## config.mk

```make
export PLATFORM = sky130hd
export DESIGN_NAME = bp_top
export DESIGN_NICKNAME = d
export VERILOG_FILES = /design/src/bp_pkg.sv /design/src/drive_status_sync.sv /design/src/blink_timebase.sv /design/src/drive_led_driver.sv /design/src/bp_reg_ctrl.sv /design/src/bp_top.sv
export SDC_FILE = /design/constraint.sdc
export NUM_CORES = 1
export LEC_CHECK = 0
export ABC_AREA = 1
export CAP_MARGIN = 20
export CORE_AREA = 2 2 132 134
export DETAILED_ROUTE_END_ITERATION = 10
export DIE_AREA = 0 0 134 136
export DONT_BUFFER_PORTS = 1
export HOLD_SLACK_MARGIN = 0.12
export PLACE_DENSITY_LB_ADDON = 0.15
export SYNTH_ARGS = -nofsm -noshare
export SYNTH_HDL_FRONTEND = slang
export SYNTH_SLANG_ARGS = --single-unit
```

## constraint.sdc

```tcl
create_clock -name SYSCLK -period 1.4 [get_ports SYSCLK]
set_input_delay 0.21 -clock SYSCLK [delete_from_list [all_inputs] [get_ports SYSCLK]]
set_output_delay 0.21 -clock SYSCLK [all_outputs]
set_load 0.05 [all_outputs]
```

## src/bp_pkg.sv

```systemverilog
// Shared definitions for the 15-bay drive backplane controller.
// Register offsets are byte addresses on a 32-bit APB bus with an 8-bit paddr.
// Drive masks are active high, bit i belongs to bay i+1.
// Only the low N_DRIVES (or 2*N_DRIVES) bits of a register are implemented.

`default_nettype none

package bp_pkg;

	//******************************************************************
	// Sizes and basic vectors
	//******************************************************************
	localparam int N_DRIVES = 15;

	typedef logic [N_DRIVES-1:0] drive_mask_t;

	// Normalized status, 1 means present or good
	typedef struct packed {
		drive_mask_t insert;
		drive_mask_t p5v_good;
		drive_mask_t p12v_good;
	} drive_status_t;

	//******************************************************************
	// LED control
	//******************************************************************
	typedef enum logic [1:0] {
		LED_OFF  = 2'd0,
		LED_ON   = 2'd1,
		LED_SLOW = 2'd2,
		LED_FAST = 2'd3
	} led_mode_e;

	// Entry i sits at bits 2i+1..2i
	typedef led_mode_e [N_DRIVES-1:0] led_mode_vec_t;

	typedef struct packed {
		led_mode_vec_t health;
		led_mode_vec_t fault;
	} led_cfg_t;

	typedef struct packed {
		logic slow;
		logic fast;
	} blink_t;

	//******************************************************************
	// APB slave port
	//******************************************************************
	typedef struct packed {
		logic [7:0]  paddr;
		logic        psel;
		logic        penable;
		logic        pwrite;
		logic [31:0] pwdata;
	} apb_req_t;

	typedef struct packed {
		logic [31:0] prdata;
		logic        pready;
		logic        pslverr;
	} apb_rsp_t;

	// Register map
	localparam logic [7:0] REG_INSERT      = 8'h00;
	localparam logic [7:0] REG_P5V_GOOD    = 8'h04;
	localparam logic [7:0] REG_P12V_GOOD   = 8'h08;
	localparam logic [7:0] REG_PWR_EN      = 8'h0C;
	localparam logic [7:0] REG_HEALTH_MODE = 8'h10;
	localparam logic [7:0] REG_FAULT_MODE  = 8'h14;
	localparam logic [7:0] REG_ID          = 8'h3C;

	// Identification word, device ID on top and firmware version in the low byte
	localparam logic [15:0] DEVICE_ID  = 16'hB415;
	localparam logic [7:0]  FW_VERSION = 8'h01;
	localparam logic [31:0] ID_WORD    = {DEVICE_ID, 8'h00, FW_VERSION};

endpackage

`default_nettype wire

```

## src/drive_status_sync.sv

```systemverilog
// Two-flop synchronizer for the drive status pins.
// insert_l is active low on the board and is inverted before the first stage.
// Output follows a pin change after two SYSCLK edges.

`timescale 1ns/1ps
`default_nettype none

module drive_status_sync (
	input  logic                  SYSCLK,
	input  logic                  RESET_N,
	input  bp_pkg::drive_mask_t   insert_l,
	input  bp_pkg::drive_mask_t   p5v_good,
	input  bp_pkg::drive_mask_t   p12v_good,
	output bp_pkg::drive_status_t status
);

	import bp_pkg::*;

	drive_status_t pin_norm;
	drive_status_t meta_q;
	drive_status_t sync_q;

	// Every field reads 1 for present or good
	assign pin_norm.insert    = ~insert_l;
	assign pin_norm.p5v_good  = p5v_good;
	assign pin_norm.p12v_good = p12v_good;

	always_ff @(posedge SYSCLK or negedge RESET_N)
	begin
		if (!RESET_N)
		begin
			meta_q <= '0;
			sync_q <= '0;
		end
		else
		begin
			meta_q <= pin_norm;
			sync_q <= meta_q;
		end
	end

	assign status = sync_q;

endmodule

`default_nettype wire

```

## src/blink_timebase.sv

```systemverilog
// Blink timebase, one tick every CLKS_PER_TICK SYSCLK cycles.
// fast toggles every tick, slow every 4 ticks, heartbeat every 8 ticks.
// All phases start low out of reset.

`timescale 1ns/1ps
`default_nettype none

module blink_timebase #(
	parameter int CLKS_PER_TICK = 50_000_000
) (
	input  logic           SYSCLK,
	input  logic           RESET_N,
	output bp_pkg::blink_t blink,
	output logic           heartbeat
);

	import bp_pkg::*;

	localparam int CNT_W = (CLKS_PER_TICK > 1) ? $clog2(CLKS_PER_TICK) : 1;

	logic [CNT_W-1:0] cyc_cnt;
	logic [2:0]       tick_cnt;
	logic             tick;
	logic             hb_q;

	assign tick = (cyc_cnt == CNT_W'(CLKS_PER_TICK - 1));

	always_ff @(posedge SYSCLK or negedge RESET_N)
	begin
		if (!RESET_N)
		begin
			cyc_cnt <= '0;
			tick_cnt <= '0;
			hb_q <= 1'b0;
		end
		else if (tick)
		begin
			cyc_cnt <= '0;
			tick_cnt <= tick_cnt + 3'd1;
			// Counter wrap marks 8 ticks
			if (tick_cnt == 3'd7)
				hb_q <= ~hb_q;
		end
		else
			cyc_cnt <= cyc_cnt + 1'b1;
	end

	assign blink.fast = tick_cnt[0];
	assign blink.slow = tick_cnt[2];
	assign heartbeat  = hb_q;

	a_cyc_in_range: assert property (
		@(posedge SYSCLK) disable iff (!RESET_N)
		int'(cyc_cnt) < CLKS_PER_TICK
	);

endmodule

`default_nettype wire

```

## src/drive_led_driver.sv

```systemverilog
// Per-drive health and fault LED outputs, active high.
// Mode changes show one SYSCLK after the register write.
// Blinking modes follow the shared phases, so all bays blink in step.

`timescale 1ns/1ps
`default_nettype none

module drive_led_driver (
	input  logic                SYSCLK,
	input  logic                RESET_N,
	input  bp_pkg::led_cfg_t    led_cfg,
	input  bp_pkg::blink_t      blink,
	output bp_pkg::drive_mask_t health_led,
	output bp_pkg::drive_mask_t fault_led
);

	import bp_pkg::*;

	drive_mask_t health_nxt;
	drive_mask_t fault_nxt;

	// LED level for one mode at the current blink phase
	function automatic logic led_level(led_mode_e mode, blink_t phase);
		case (mode)
			LED_OFF:  return 1'b0;
			LED_ON:   return 1'b1;
			LED_SLOW: return phase.slow;
			default:  return phase.fast;
		endcase
	endfunction

	always_comb
	begin
		for (int i = 0; i < N_DRIVES; i++)
		begin
			health_nxt[i] = led_level(led_cfg.health[i], blink);
			fault_nxt[i] = led_level(led_cfg.fault[i], blink);
		end
	end

	//******************************************************************
	// Output registers
	//******************************************************************
	always_ff @(posedge SYSCLK or negedge RESET_N)
	begin
		if (!RESET_N)
		begin
			health_led <= '0;
			fault_led <= '0;
		end
		else
		begin
			health_led <= health_nxt;
			fault_led <= fault_nxt;
		end
	end

endmodule

`default_nettype wire

```

## src/bp_reg_ctrl.sv

```systemverilog
// APB register file for the drive backplane.
// Zero wait states, pready is tied high.
// Unmapped offsets and writes to read-only registers raise pslverr and change nothing.
// prdata is zero outside a read access cycle.

`timescale 1ns/1ps
`default_nettype none

module bp_reg_ctrl (
	input  logic                  SYSCLK,
	input  logic                  RESET_N,
	input  bp_pkg::apb_req_t      apb_req,
	output bp_pkg::apb_rsp_t      apb_rsp,
	input  bp_pkg::drive_status_t status,
	output bp_pkg::drive_mask_t   pwr_en_l,
	output bp_pkg::led_cfg_t      led_cfg
);

	import bp_pkg::*;

	drive_mask_t pwr_en_q;
	led_cfg_t    led_cfg_q;

	logic        access;
	logic        addr_hit;
	logic        read_only;
	logic        slv_err;
	logic        wr_ok;
	logic        wr_pwr;
	logic        wr_health;
	logic        wr_fault;
	logic [31:0] rd_word;

	//******************************************************************
	// Address decode and read mux
	//******************************************************************
	assign access = apb_req.psel & apb_req.penable;

	always_comb
	begin
		rd_word = '0;
		addr_hit = 1'b1;
		read_only = 1'b0;
		case (apb_req.paddr)
			REG_INSERT:
			begin
				rd_word = 32'(status.insert);
				read_only = 1'b1;
			end
			REG_P5V_GOOD:
			begin
				rd_word = 32'(status.p5v_good);
				read_only = 1'b1;
			end
			REG_P12V_GOOD:
			begin
				rd_word = 32'(status.p12v_good);
				read_only = 1'b1;
			end
			REG_PWR_EN:      rd_word = 32'(pwr_en_q);
			REG_HEALTH_MODE: rd_word = 32'(led_cfg_q.health);
			REG_FAULT_MODE:  rd_word = 32'(led_cfg_q.fault);
			REG_ID:
			begin
				rd_word = ID_WORD;
				read_only = 1'b1;
			end
			default:         addr_hit = 1'b0;
		endcase
	end

	assign slv_err = access & (~addr_hit | (apb_req.pwrite & read_only));

	// Data only on a clean read
	assign apb_rsp.prdata  = (access & ~apb_req.pwrite & ~slv_err) ? rd_word : '0;
	assign apb_rsp.pready  = 1'b1;
	assign apb_rsp.pslverr = slv_err;

	// Write strobes
	assign wr_ok     = access & apb_req.pwrite & ~slv_err;
	assign wr_pwr    = wr_ok & (apb_req.paddr == REG_PWR_EN);
	assign wr_health = wr_ok & (apb_req.paddr == REG_HEALTH_MODE);
	assign wr_fault  = wr_ok & (apb_req.paddr == REG_FAULT_MODE);

	//******************************************************************
	// Control registers
	//******************************************************************
	always_ff @(posedge SYSCLK or negedge RESET_N)
	begin
		if (!RESET_N)
		begin
			pwr_en_q <= '0;
			led_cfg_q <= '0;
		end
		else
		begin
			if (wr_pwr)
				pwr_en_q <= apb_req.pwdata[N_DRIVES-1:0];
			if (wr_health)
				led_cfg_q.health <= led_mode_vec_t'(apb_req.pwdata[2*N_DRIVES-1:0]);
			if (wr_fault)
				led_cfg_q.fault <= led_mode_vec_t'(apb_req.pwdata[2*N_DRIVES-1:0]);
		end
	end

	// Power pins are active low, drives start unpowered
	assign pwr_en_l = ~pwr_en_q;
	assign led_cfg  = led_cfg_q;

	//******************************************************************
	// Host protocol and config checks
	//******************************************************************
	a_penable_with_psel: assert property (
		@(posedge SYSCLK) disable iff (!RESET_N)
		apb_req.penable |-> apb_req.psel
	);

	// Setup cycle holds address and direction into the access cycle
	a_setup_stable: assert property (
		@(posedge SYSCLK) disable iff (!RESET_N)
		(apb_req.psel & ~apb_req.penable) |=>
			($stable(apb_req.paddr) & $stable(apb_req.pwrite))
	);

	a_mode_encoding: assert property (
		@(posedge SYSCLK) disable iff (!RESET_N)
		!$isunknown(led_cfg_q)
	);

endmodule

`default_nettype wire

```

## src/bp_top.sv

```systemverilog
// Drive backplane controller top level.
// Host access is an APB slave port with zero wait states.
// CLKS_PER_TICK sets the blink tick; the default is 1 s at a 50 MHz SYSCLK.
// Raw pins are asynchronous and pass a two-flop synchronizer.

`timescale 1ns/1ps
`default_nettype none

module bp_top #(
	parameter int CLKS_PER_TICK = 50_000_000
) (
	input  logic                SYSCLK,
	input  logic                RESET_N,
	input  bp_pkg::apb_req_t    apb_req,
	output bp_pkg::apb_rsp_t    apb_rsp,
	input  bp_pkg::drive_mask_t insert_l,
	input  bp_pkg::drive_mask_t p5v_good,
	input  bp_pkg::drive_mask_t p12v_good,
	output bp_pkg::drive_mask_t pwr_en_l,
	output bp_pkg::drive_mask_t health_led,
	output bp_pkg::drive_mask_t fault_led,
	output logic                heartbeat
);

	import bp_pkg::*;

	drive_status_t status;
	led_cfg_t      led_cfg;
	blink_t        blink;

	//******************************************************************
	// Drive status pins
	//******************************************************************
	drive_status_sync i_status_sync (
		.SYSCLK    (SYSCLK),
		.RESET_N   (RESET_N),
		.insert_l  (insert_l),
		.p5v_good  (p5v_good),
		.p12v_good (p12v_good),
		.status    (status)
	);

	//******************************************************************
	// Host register file
	//******************************************************************
	bp_reg_ctrl i_reg_ctrl (
		.SYSCLK   (SYSCLK),
		.RESET_N  (RESET_N),
		.apb_req  (apb_req),
		.apb_rsp  (apb_rsp),
		.status   (status),
		.pwr_en_l (pwr_en_l),
		.led_cfg  (led_cfg)
	);

	//******************************************************************
	// Blink phases and LED outputs
	//******************************************************************
	blink_timebase #(
		.CLKS_PER_TICK (CLKS_PER_TICK)
	) i_timebase (
		.SYSCLK    (SYSCLK),
		.RESET_N   (RESET_N),
		.blink     (blink),
		.heartbeat (heartbeat)
	);

	drive_led_driver i_led_driver (
		.SYSCLK     (SYSCLK),
		.RESET_N    (RESET_N),
		.led_cfg    (led_cfg),
		.blink      (blink),
		.health_led (health_led),
		.fault_led  (fault_led)
	);

endmodule

`default_nettype wire

```

======== After elaboration in Yosys (flattened, before gate mapping) ========
Index checks and enable logic that the tools add are counted.
operators by class
  $add $sub $neg .......................... 2
  eq/ne operators ......................... 68
  muxes and demuxes ....................... 35
  bitwise gates (word level) .............. 17
  reductions and logical operators ........ 34
operators with widths
  cell                   number
  $pmux 32 s7            1
  $pmux 1 s3             30
  $eq 2x1->1 const B     30
  $eq 2x2->1 const B     30
  $logic_not 2->1        30
  $mux 32                1
  $not 15->15            2
  $add 26x1->26 const B  1
  $eq 26x26->1 const B   1
  $mux 26                1
  $eq 8x4->1 const B     2
  $eq 8x5->1 const B     2
  $and 1x1->1            10
  $eq 8x3->1 const B     1
  $eq 8x6->1 const B     1
  $logic_not 8->1        1
  $reduce_or 7->1        1
  $not 1->1              4
  $reduce_or 4->1        1
  $add 3x1->3 const B    1
  $eq 3x3->1 const B     1
  $mux 1                 2
  $reduce_and 2->1       1
  $or 1x1->1             1
word-level totals
  register bits ........................... 225
  output and inout port bits .............. 80
  logic and storage cells ................. 198

======== Longest topological paths before layout ========
Gate-level depths: netlist of the first run.
  word-level depth ........................ 9
  mapped depth ............................ 12
  gate-level depth less buffers ........... 10

======== By module ========
Synthesis of the first run repeated with hierarchy kept, for this count alone.
unflattened totals
  cells, all modules ...................... 1068
  area total of the unflattened synthesis .. 9559.2 µm²
by module, submodules not included
  module             times used  cells each  area each (µm²)  seq. area each (µm²)
  bp_reg_ctrl        1           556         4066.4           1876.8
  drive_status_sync  1           105         2308.5           2252.2
  blink_timebase     1           244         1811.7           750.7
  drive_led_driver   1           163         1372.6           750.7

======== Least setup slack after synthesis of the first run ========
No wires, ideal clock.
  kind .................................... input to output
  start point ............................. input port apb_req[41] (netlist name)
  end point ............................... output port apb_rsp[2] (netlist name)
  arrival ................................. 1.803 ns
  data required time ...................... 1.190 ns
  setup slack ............................. -0.613 ns
  cell stages on the path ................. 11
  path buffers ............................ 2
  cells stage by stage .................... inv_1 > nand2_2 > nor2_4 > buf_6 > nand2_2 > nand3_2 > inv_1 > nand2_4 > nand3_4 > buf_6 > nor2_1
RTL lines
  element          RTL line      RTL
  start, declared  bp_top.sv:14  input bp_pkg::apb_req_t apb_req,
  end, declared    bp_top.sv:15  output bp_pkg::apb_rsp_t apb_rsp,

==> impl_results.md, run 1 <==
* Status: finished with violations
* Failing checks: hold timing, setup timing
* Design area at 14300 um2
* Final layout net count at 1367
* Crit path max fanout at 7
* Fraction of layout cells with a size suffix above 1 at 0.353
* Final Hold Fails at 225
* Top post-synthesis cells by area: dfrtp_1 (60%), nand2_1 (11%), inv_1 (5.6%), a21oi_1 (2.7%), nor2_1 (2.5%)
* Busiest grt layer: met2
* Post-synthesis cell count at 1013
* Antenna diode count at 0
* Combinational Power Share at 0.036
* Yosys reg bits at 225
* Synthesized area at 9430 um2
* Switching Share at 0.217
* Antenna violations before repair at 0
* GR Util met3 at 0.0466
* Final setup fails at 62
* Total grt overflow at 0
* Final Core Density at 0.847
* Commonest non-fill, non-tap cell in the layout: nand2_1
* Netlist cell types at 40
* Synth Warn # at 0
* Synth top area share at 0.597
* Crit. End Element: output port
* Period minus WS final at 1.85 ns
* Hold WC Path Type: primary input to async pin
* Final period util at 1.32
* CTS tree: done
* Clk sinks at 225
* Total number of vias at 8120
* Clk root buf: clkbuf_16
* P_int at 0.0105 W
* Sequential share of the synthesized area at 0.597
* All-layer global routing usage at 0.306
* RSZ-0062 raised after global routing: yes
* Die Span X at 134 um
* DRC at 0
* WP data arrival at 1.64 ns
* HPWL after detailed placement at 16300 um
* Switching power at 0.00290 W
* Worst EP required at 1.19 ns
* Syn nets at 1106
* Number of synthesized flops with an enable pin at 0
* WS Path Type: primary input to output port
* TritonRoute pass-1 iters at 5
* Mapped Avg Cell Area at 9.31 um2
* Total Die Area at 18200 um2
* Final worst slack at -0.450 ns
* First-pass GRT wire length at 42900 um
* Asr flop ratio synth at 1.00
* Detail Route Antenna Nets at 0
* FILL cells at 870
* Clk pwr share at 0.460
* Clock Skew at 0.0129 ns
* Placed inst area at 11300 um2
* Std-Cell Core Area at 16900 um2
* Gp weighted congestion at 0.848
* Worst-Skew Late Latency at 0.51 ns
* FP Rows at 48
* Pleak at 6.98 nW
* Slew Viols, Final at 0
* Tot Pwr at 0.0134 W
* Seq. cell area at 5640 um2
* CTS Buffer Depth at 3
* Pre-CTS WS at -0.499 ns
* CTS Hold Bufs at 76
* Power per standard cell area at 939 nW/um2
* H-tree levels at 1
* Area of the multi-input gates at 3940 um2
* DR vias/cell at 5.37
* GRT met1 Usage at 0.396
* Area growth syn-to-layout at 51.6%
* Initial core utilization at 0.559
* CP startpoint kind: primary input
* Yosys top cell by area: dfrtp_1
* Hold Slack at -0.599 ns
* Die Y at 136 um
* Main synth FF type: dfrtp_1
* Max-cap viol count at 0
* Vias in the first global route at 8085
* Iteration-0 DRC Markers at 629
* CTS Buf Count at 23
* GRT met2 Usage at 0.534
* CTS clk-pin slew, worst paths at 0.07 ns
* Max Clk Rate at 0.541 GHz
* Largest net degree at the start of global routing at 226
* Peak supply drop at 1590 uV
* Port buffer count at 0
* Drt wl/cell at 18.8 um
* Most frequent cells in the layout: nand2_1 (236), dfrtp_1 (221), inv_1 (110), buf_4 (110), dlygate4sd3_1 (76)
* Routed Wire Length at 28500 um
* Seq pwr share at 0.504
* Num ports at 170
path summary, 6_finish.rpt:
check,startpoint,to,slack (ns),cells past startpoint
min in group SYSCLK,p5v_good[12],i_status_sync.meta_q[27]$_DFF_PN0_,0.25,1
max in group asynchronous,RESET_N,i_reg_ctrl.pwr_en_q[10]$_DFFE_PN0P_,1.70,0
max reg2reg,i_timebase.cyc_cnt[12]$_DFF_PN0_,i_timebase.heartbeat$_DFFE_PN0P_,-0.16,11
max,apb_req[36],apb_rsp[6],-0.45,13
min reg2reg,i_status_sync.meta_q[36]$_DFF_PN0_,i_status_sync.status[36]$_DFF_PN0_,0.33,0
min,RESET_N,i_status_sync.meta_q[31]$_DFF_PN0_,-0.60,0
power groups by stage:
stage	combinational [W]	sequential, W	clock [W]
3_5_place_dp	0.000232	0.00686	0
6_report	0.000487	0.00676	0.00617
4_1_cts	0.000465	0.00675	0.00616
2_1_floorplan	0.000169	0.00684	0
5_1_grt	0.000518	0.00676	0.00649
3_3_place_gp	0.000227	0.00686	0
repair_timing:
item | 4_1_cts | 5_1_grt
gates cloned | 4 | 2
pin swaps | 50 | 51
endpoints found under the hold margin | 345 | 225
endpoints found under the setup margin | 64 | 100
buffers inserted | 36 | 13
resized for setup | 192 | 104
registers in the layout, summed over array words and instances (netlist names):
signal                   cells
i_led_driver.fault_led      15
i_timebase.cyc_cnt          26
i_timebase.heartbeat         1
i_status_sync.status        45
i_reg_ctrl.pwr_en_q         15
i_led_driver.health_led     15
i_reg_ctrl.led_cfg          60
i_status_sync.meta_q        45
i_timebase.tick_cnt          3
per-stage QoR:
| step | setup TNS (ns) | cells | hold WS, ns |
|---|---|---|---|
| after floorplan | -6.59 | 1013 | -0.0856 |
| after global placement | -30.52 | 1354 | -0.0796 |
| after detailed placement | -32.34 | 1354 | -0.0809 |
| after CTS | -13.53 | 1505 | -0.610 |
| after global routing | -18.61 | 1513 | -0.610 |
| final | -13.85 | 1513 | -0.599 |
routing by layer:
layer  wire [um]  part of all wire
met5           0                 0
met4         956             0.034
met3        1830             0.064
met2       14700              0.52
met1       11000              0.39
synthesized netlist by cell type (12+ instances only):
| cell | instances |
|---|---|
| a21oi_1 | 51 |
| a21oi_2 | 19 |
| a31o_2 | 15 |
| a31oi_1 | 12 |
| dfrtp_1 | 225 |
| inv_1 | 140 |
| nand2_1 | 269 |
| nand3_1 | 29 |
| nor2_1 | 64 |
| nor3_1 | 16 |
| o21ai_0 | 30 |
| o21ai_1 | 40 |
| xor2_1 | 14 |
kinds of logic after synthesis:
logic type	synth area share
XOR/XNOR	0.0149
adder cells (fa/ha/maj)	0.00398
AO/OA/AOI/OAI	0.106
other	0.000797
buffers and inverters	0.0855
flip-flops	0.597
AND/OR/NAND/NOR	0.192
worst max-delay path, cell delays in order:
cell and delay, ns:
clkinv_16 0.03, nand2_8 0.06, buf_12 0.13, nor2_4 0.15, nand2_4 0.08, nand2_4 0.10
nor2_8 0.05, nand2_4 0.07, nand3_4 0.09, buf_12 0.15, buf_12 0.15, a21oi_4 0.17
buf_12 0.16
final cells by class:
cell class | instances | share of cell area
timing repair buffer | 273 | 0.211
tap | 225 | 0.0197
clock buffer | 29 | 0.0447
multi-input combinational | 606 | 0.276
sequential | 225 | 0.394
inverter | 145 | 0.0467
clock inverter | 10 | 0.00797
Power figures use the tool's default switching activity.
==> run 2, diff against run 1 <==
Settings changed: HOLD_SLACK_MARGIN 0.12 to default.
==> run 2 against run 1 <==
The run still ends with hold timing, setup timing left. Final cell count unchanged. Register-to-register slack is essentially flat. Worst setup slack better by 0.013 ns. Non-clock buffer count unchanged. Combinational power shrank 1%. Sequential power barely moved. Count of clock-buffer cells in the layout is the same. First-iteration DRC count down 7.5%. Cell area fell by 0.18%. Via count about the same. Clock skew fell by 0.0043 ns. Critical endpoint is now apb_rsp[8]. Largest cell class unchanged.
==> impl_results.md, run 2 (synthesized netlist as in run 1, its figures left out) <==
* WP data arrival at 1.63 ns
* Hold Slack at -0.602 ns
* Placed instance count at 1354
* Clk pwr share at 0.459
* Gp weighted congestion at 0.848
* CP startpoint kind: flop
* Port buffer count at 0
* Failing checks: hold timing, setup timing
* CTS clk-pin slew, worst paths at 0.06 ns
* Peak supply drop at 1500 uV
* Final setup fails at 62
* Initial core utilization at 0.559
* CTS Buffer Depth at 3
* Max FFs per register at 60
* Worst EP required at 1.19 ns
* Worst-Skew Late Latency at 0.51 ns
* DRC at 0
* Final Hold Fails at 225
* Final std cells w/o fill at 1513
* Power per standard cell area at 938 nW/um2
* HPWL after detailed placement at 16300 um
* TritonRoute pass-1 iters at 5
* Die Y at 136 um
* Final layout net count at 1367
* Max-cap viol count at 0
* DR vias/cell at 5.37
* CTS Hold Bufs at 75
* Area growth syn-to-layout at 51.3%
* Status: finished with violations
* Hold WC Path Type: primary input to async pin
* Switching Share at 0.215
* Clock Skew at 0.00859 ns
* Final worst slack at -0.437 ns
* Drt wl/cell at 18.6 um
* CTS Buf Count at 23
* Max Clk Rate at 0.544 GHz
* Antenna violations before repair at 0
* Antenna diode count at 0
* Total grt overflow at 0
* P_int at 0.0105 W
* Routed Wire Length at 28200 um
* Pre-CTS WS at -0.499 ns
* Clk sinks at 225
* Num ports at 170
* Pleak at 6.98 nW
* All-layer global routing usage at 0.304
* Total number of vias at 8124
* Crit path max fanout at 2
* RSZ-0062 raised after global routing: yes
* Tot Pwr at 0.0134 W
* Iteration-0 DRC Markers at 582
* Std-Cell Core Area at 16900 um2
* Most frequent cells in the layout: nand2_1 (238), dfrtp_1 (222), buf_4 (112)
* Combinational Power Share at 0.036
* Period minus WS final at 1.84 ns
* FP Rows at 48
* Largest net degree at the start of global routing at 226
* Final period util at 1.31
* Die Span X at 134 um
* H-tree levels at 1
* Slew Viols, Final at 0
* First-pass GRT wire length at 42800 um
* Crit. End Element: output port
* Detail Route Antenna Nets at 0
* Seq pwr share at 0.505
* Fraction of layout cells with a size suffix above 1 at 0.350
* CTS tree: done
* Vias in the first global route at 8082
* Commonest non-fill, non-tap cell in the layout: nand2_1
* Switching power at 0.00287 W
* WS Path Type: flop to output port
* Total Die Area at 18200 um2
* Clk root buf: clkbuf_16
run 2: cell types whose count changed in the layout (fill, tap and decap cells not counted), sizes merged:
cell         previous run  this run
buf                   194       195
dlygate4sd3            76        75
run 2: layout make-up:
type                    instances  area [um2]
multi-input cells             606        3920
clock buffers                  29         638
inverters                     145         669
well taps                     225         282
flip-flops and latches        225        5630
repair buffers                273        3000
fillers                       875        2610
clock inverters                10         114
run 2: worst max-delay path, stage by stage, from the launching register on:
cell,delay (ns)
dfrtp_1,0.40
inv_2,0.09
o21ai_0,0.10
a21oi_2,0.26
a21oi_4,0.11
buf_12,0.16
run 2: repair_timing:
item / 4_1_cts / 5_1_grt
hold endpoints to repair: 345 / 225
cloned: 4 / 2
resized for setup: 192 / 98
endpoints found under the setup margin: 64 / 99
pin swaps: 50 / 49
buffers inserted: 36 / 14
run 2: metrics by stage:
step	util	hold slack, ns	TNS (ns)	cell area (um2)
final	0.845	-0.602	-13.39	14300
after global routing	0.845	-0.614	-18.29	14300
after CTS	0.820	-0.610	-13.53	13800
after detailed placement	0.671	-0.0809	-32.34	11300
after global placement	0.671	-0.0796	-30.52	11300
after floorplan	-	-0.0856	-6.59	9750
run 2: per-layer routing:
| layer | track usage | vias up | share of wire |
|---|---|---|---|
| li1 | - | 3704 | - |
| met1 | 0.401 | 4020 | 0.39 |
| met2 | 0.523 | 334 | 0.51 |
| met3 | 0.0459 | 66 | 0.064 |
| met4 | 0.0963 | 0 | 0.030 |
| met5 | 0 | - | 0 |
run 2: power groups by stage:
stage	Combinational (W)	Clock, W	Sequential, W
2_1_floorplan	0.000169	0	0.00684
3_3_place_gp	0.000227	0	0.00686
3_5_place_dp	0.000232	0	0.00686
4_1_cts	0.000461	0.00616	0.00675
5_1_grt	0.000511	0.00647	0.00676
6_report	0.000481	0.00614	0.00675
run 2: path summary, 6_finish.rpt:
check	start	to	slack, ns	cells after the start
setup / recovery	i_reg_ctrl.pwr_en_q[6]$_DFFE_PN0P_	apb_rsp[8]	-0.44	5
hold / removal	RESET_N	i_led_driver.health_led[11]$_DFF_PN0_	-0.60	0
setup reg to reg	i_timebase.cyc_cnt[0]$_DFF_PN0_	i_timebase.cyc_cnt[18]$_DFF_PN0_	-0.17	8
hold reg to reg	i_status_sync.meta_q[36]$_DFF_PN0_	i_status_sync.status[36]$_DFF_PN0_	0.34	0
max in group asynchronous	RESET_N	i_reg_ctrl.pwr_en_q[10]$_DFFE_PN0P_	1.59	0
min in group SYSCLK	apb_req[32]	i_reg_ctrl.led_cfg[10]$_DFFE_PN0P_	0.08	3
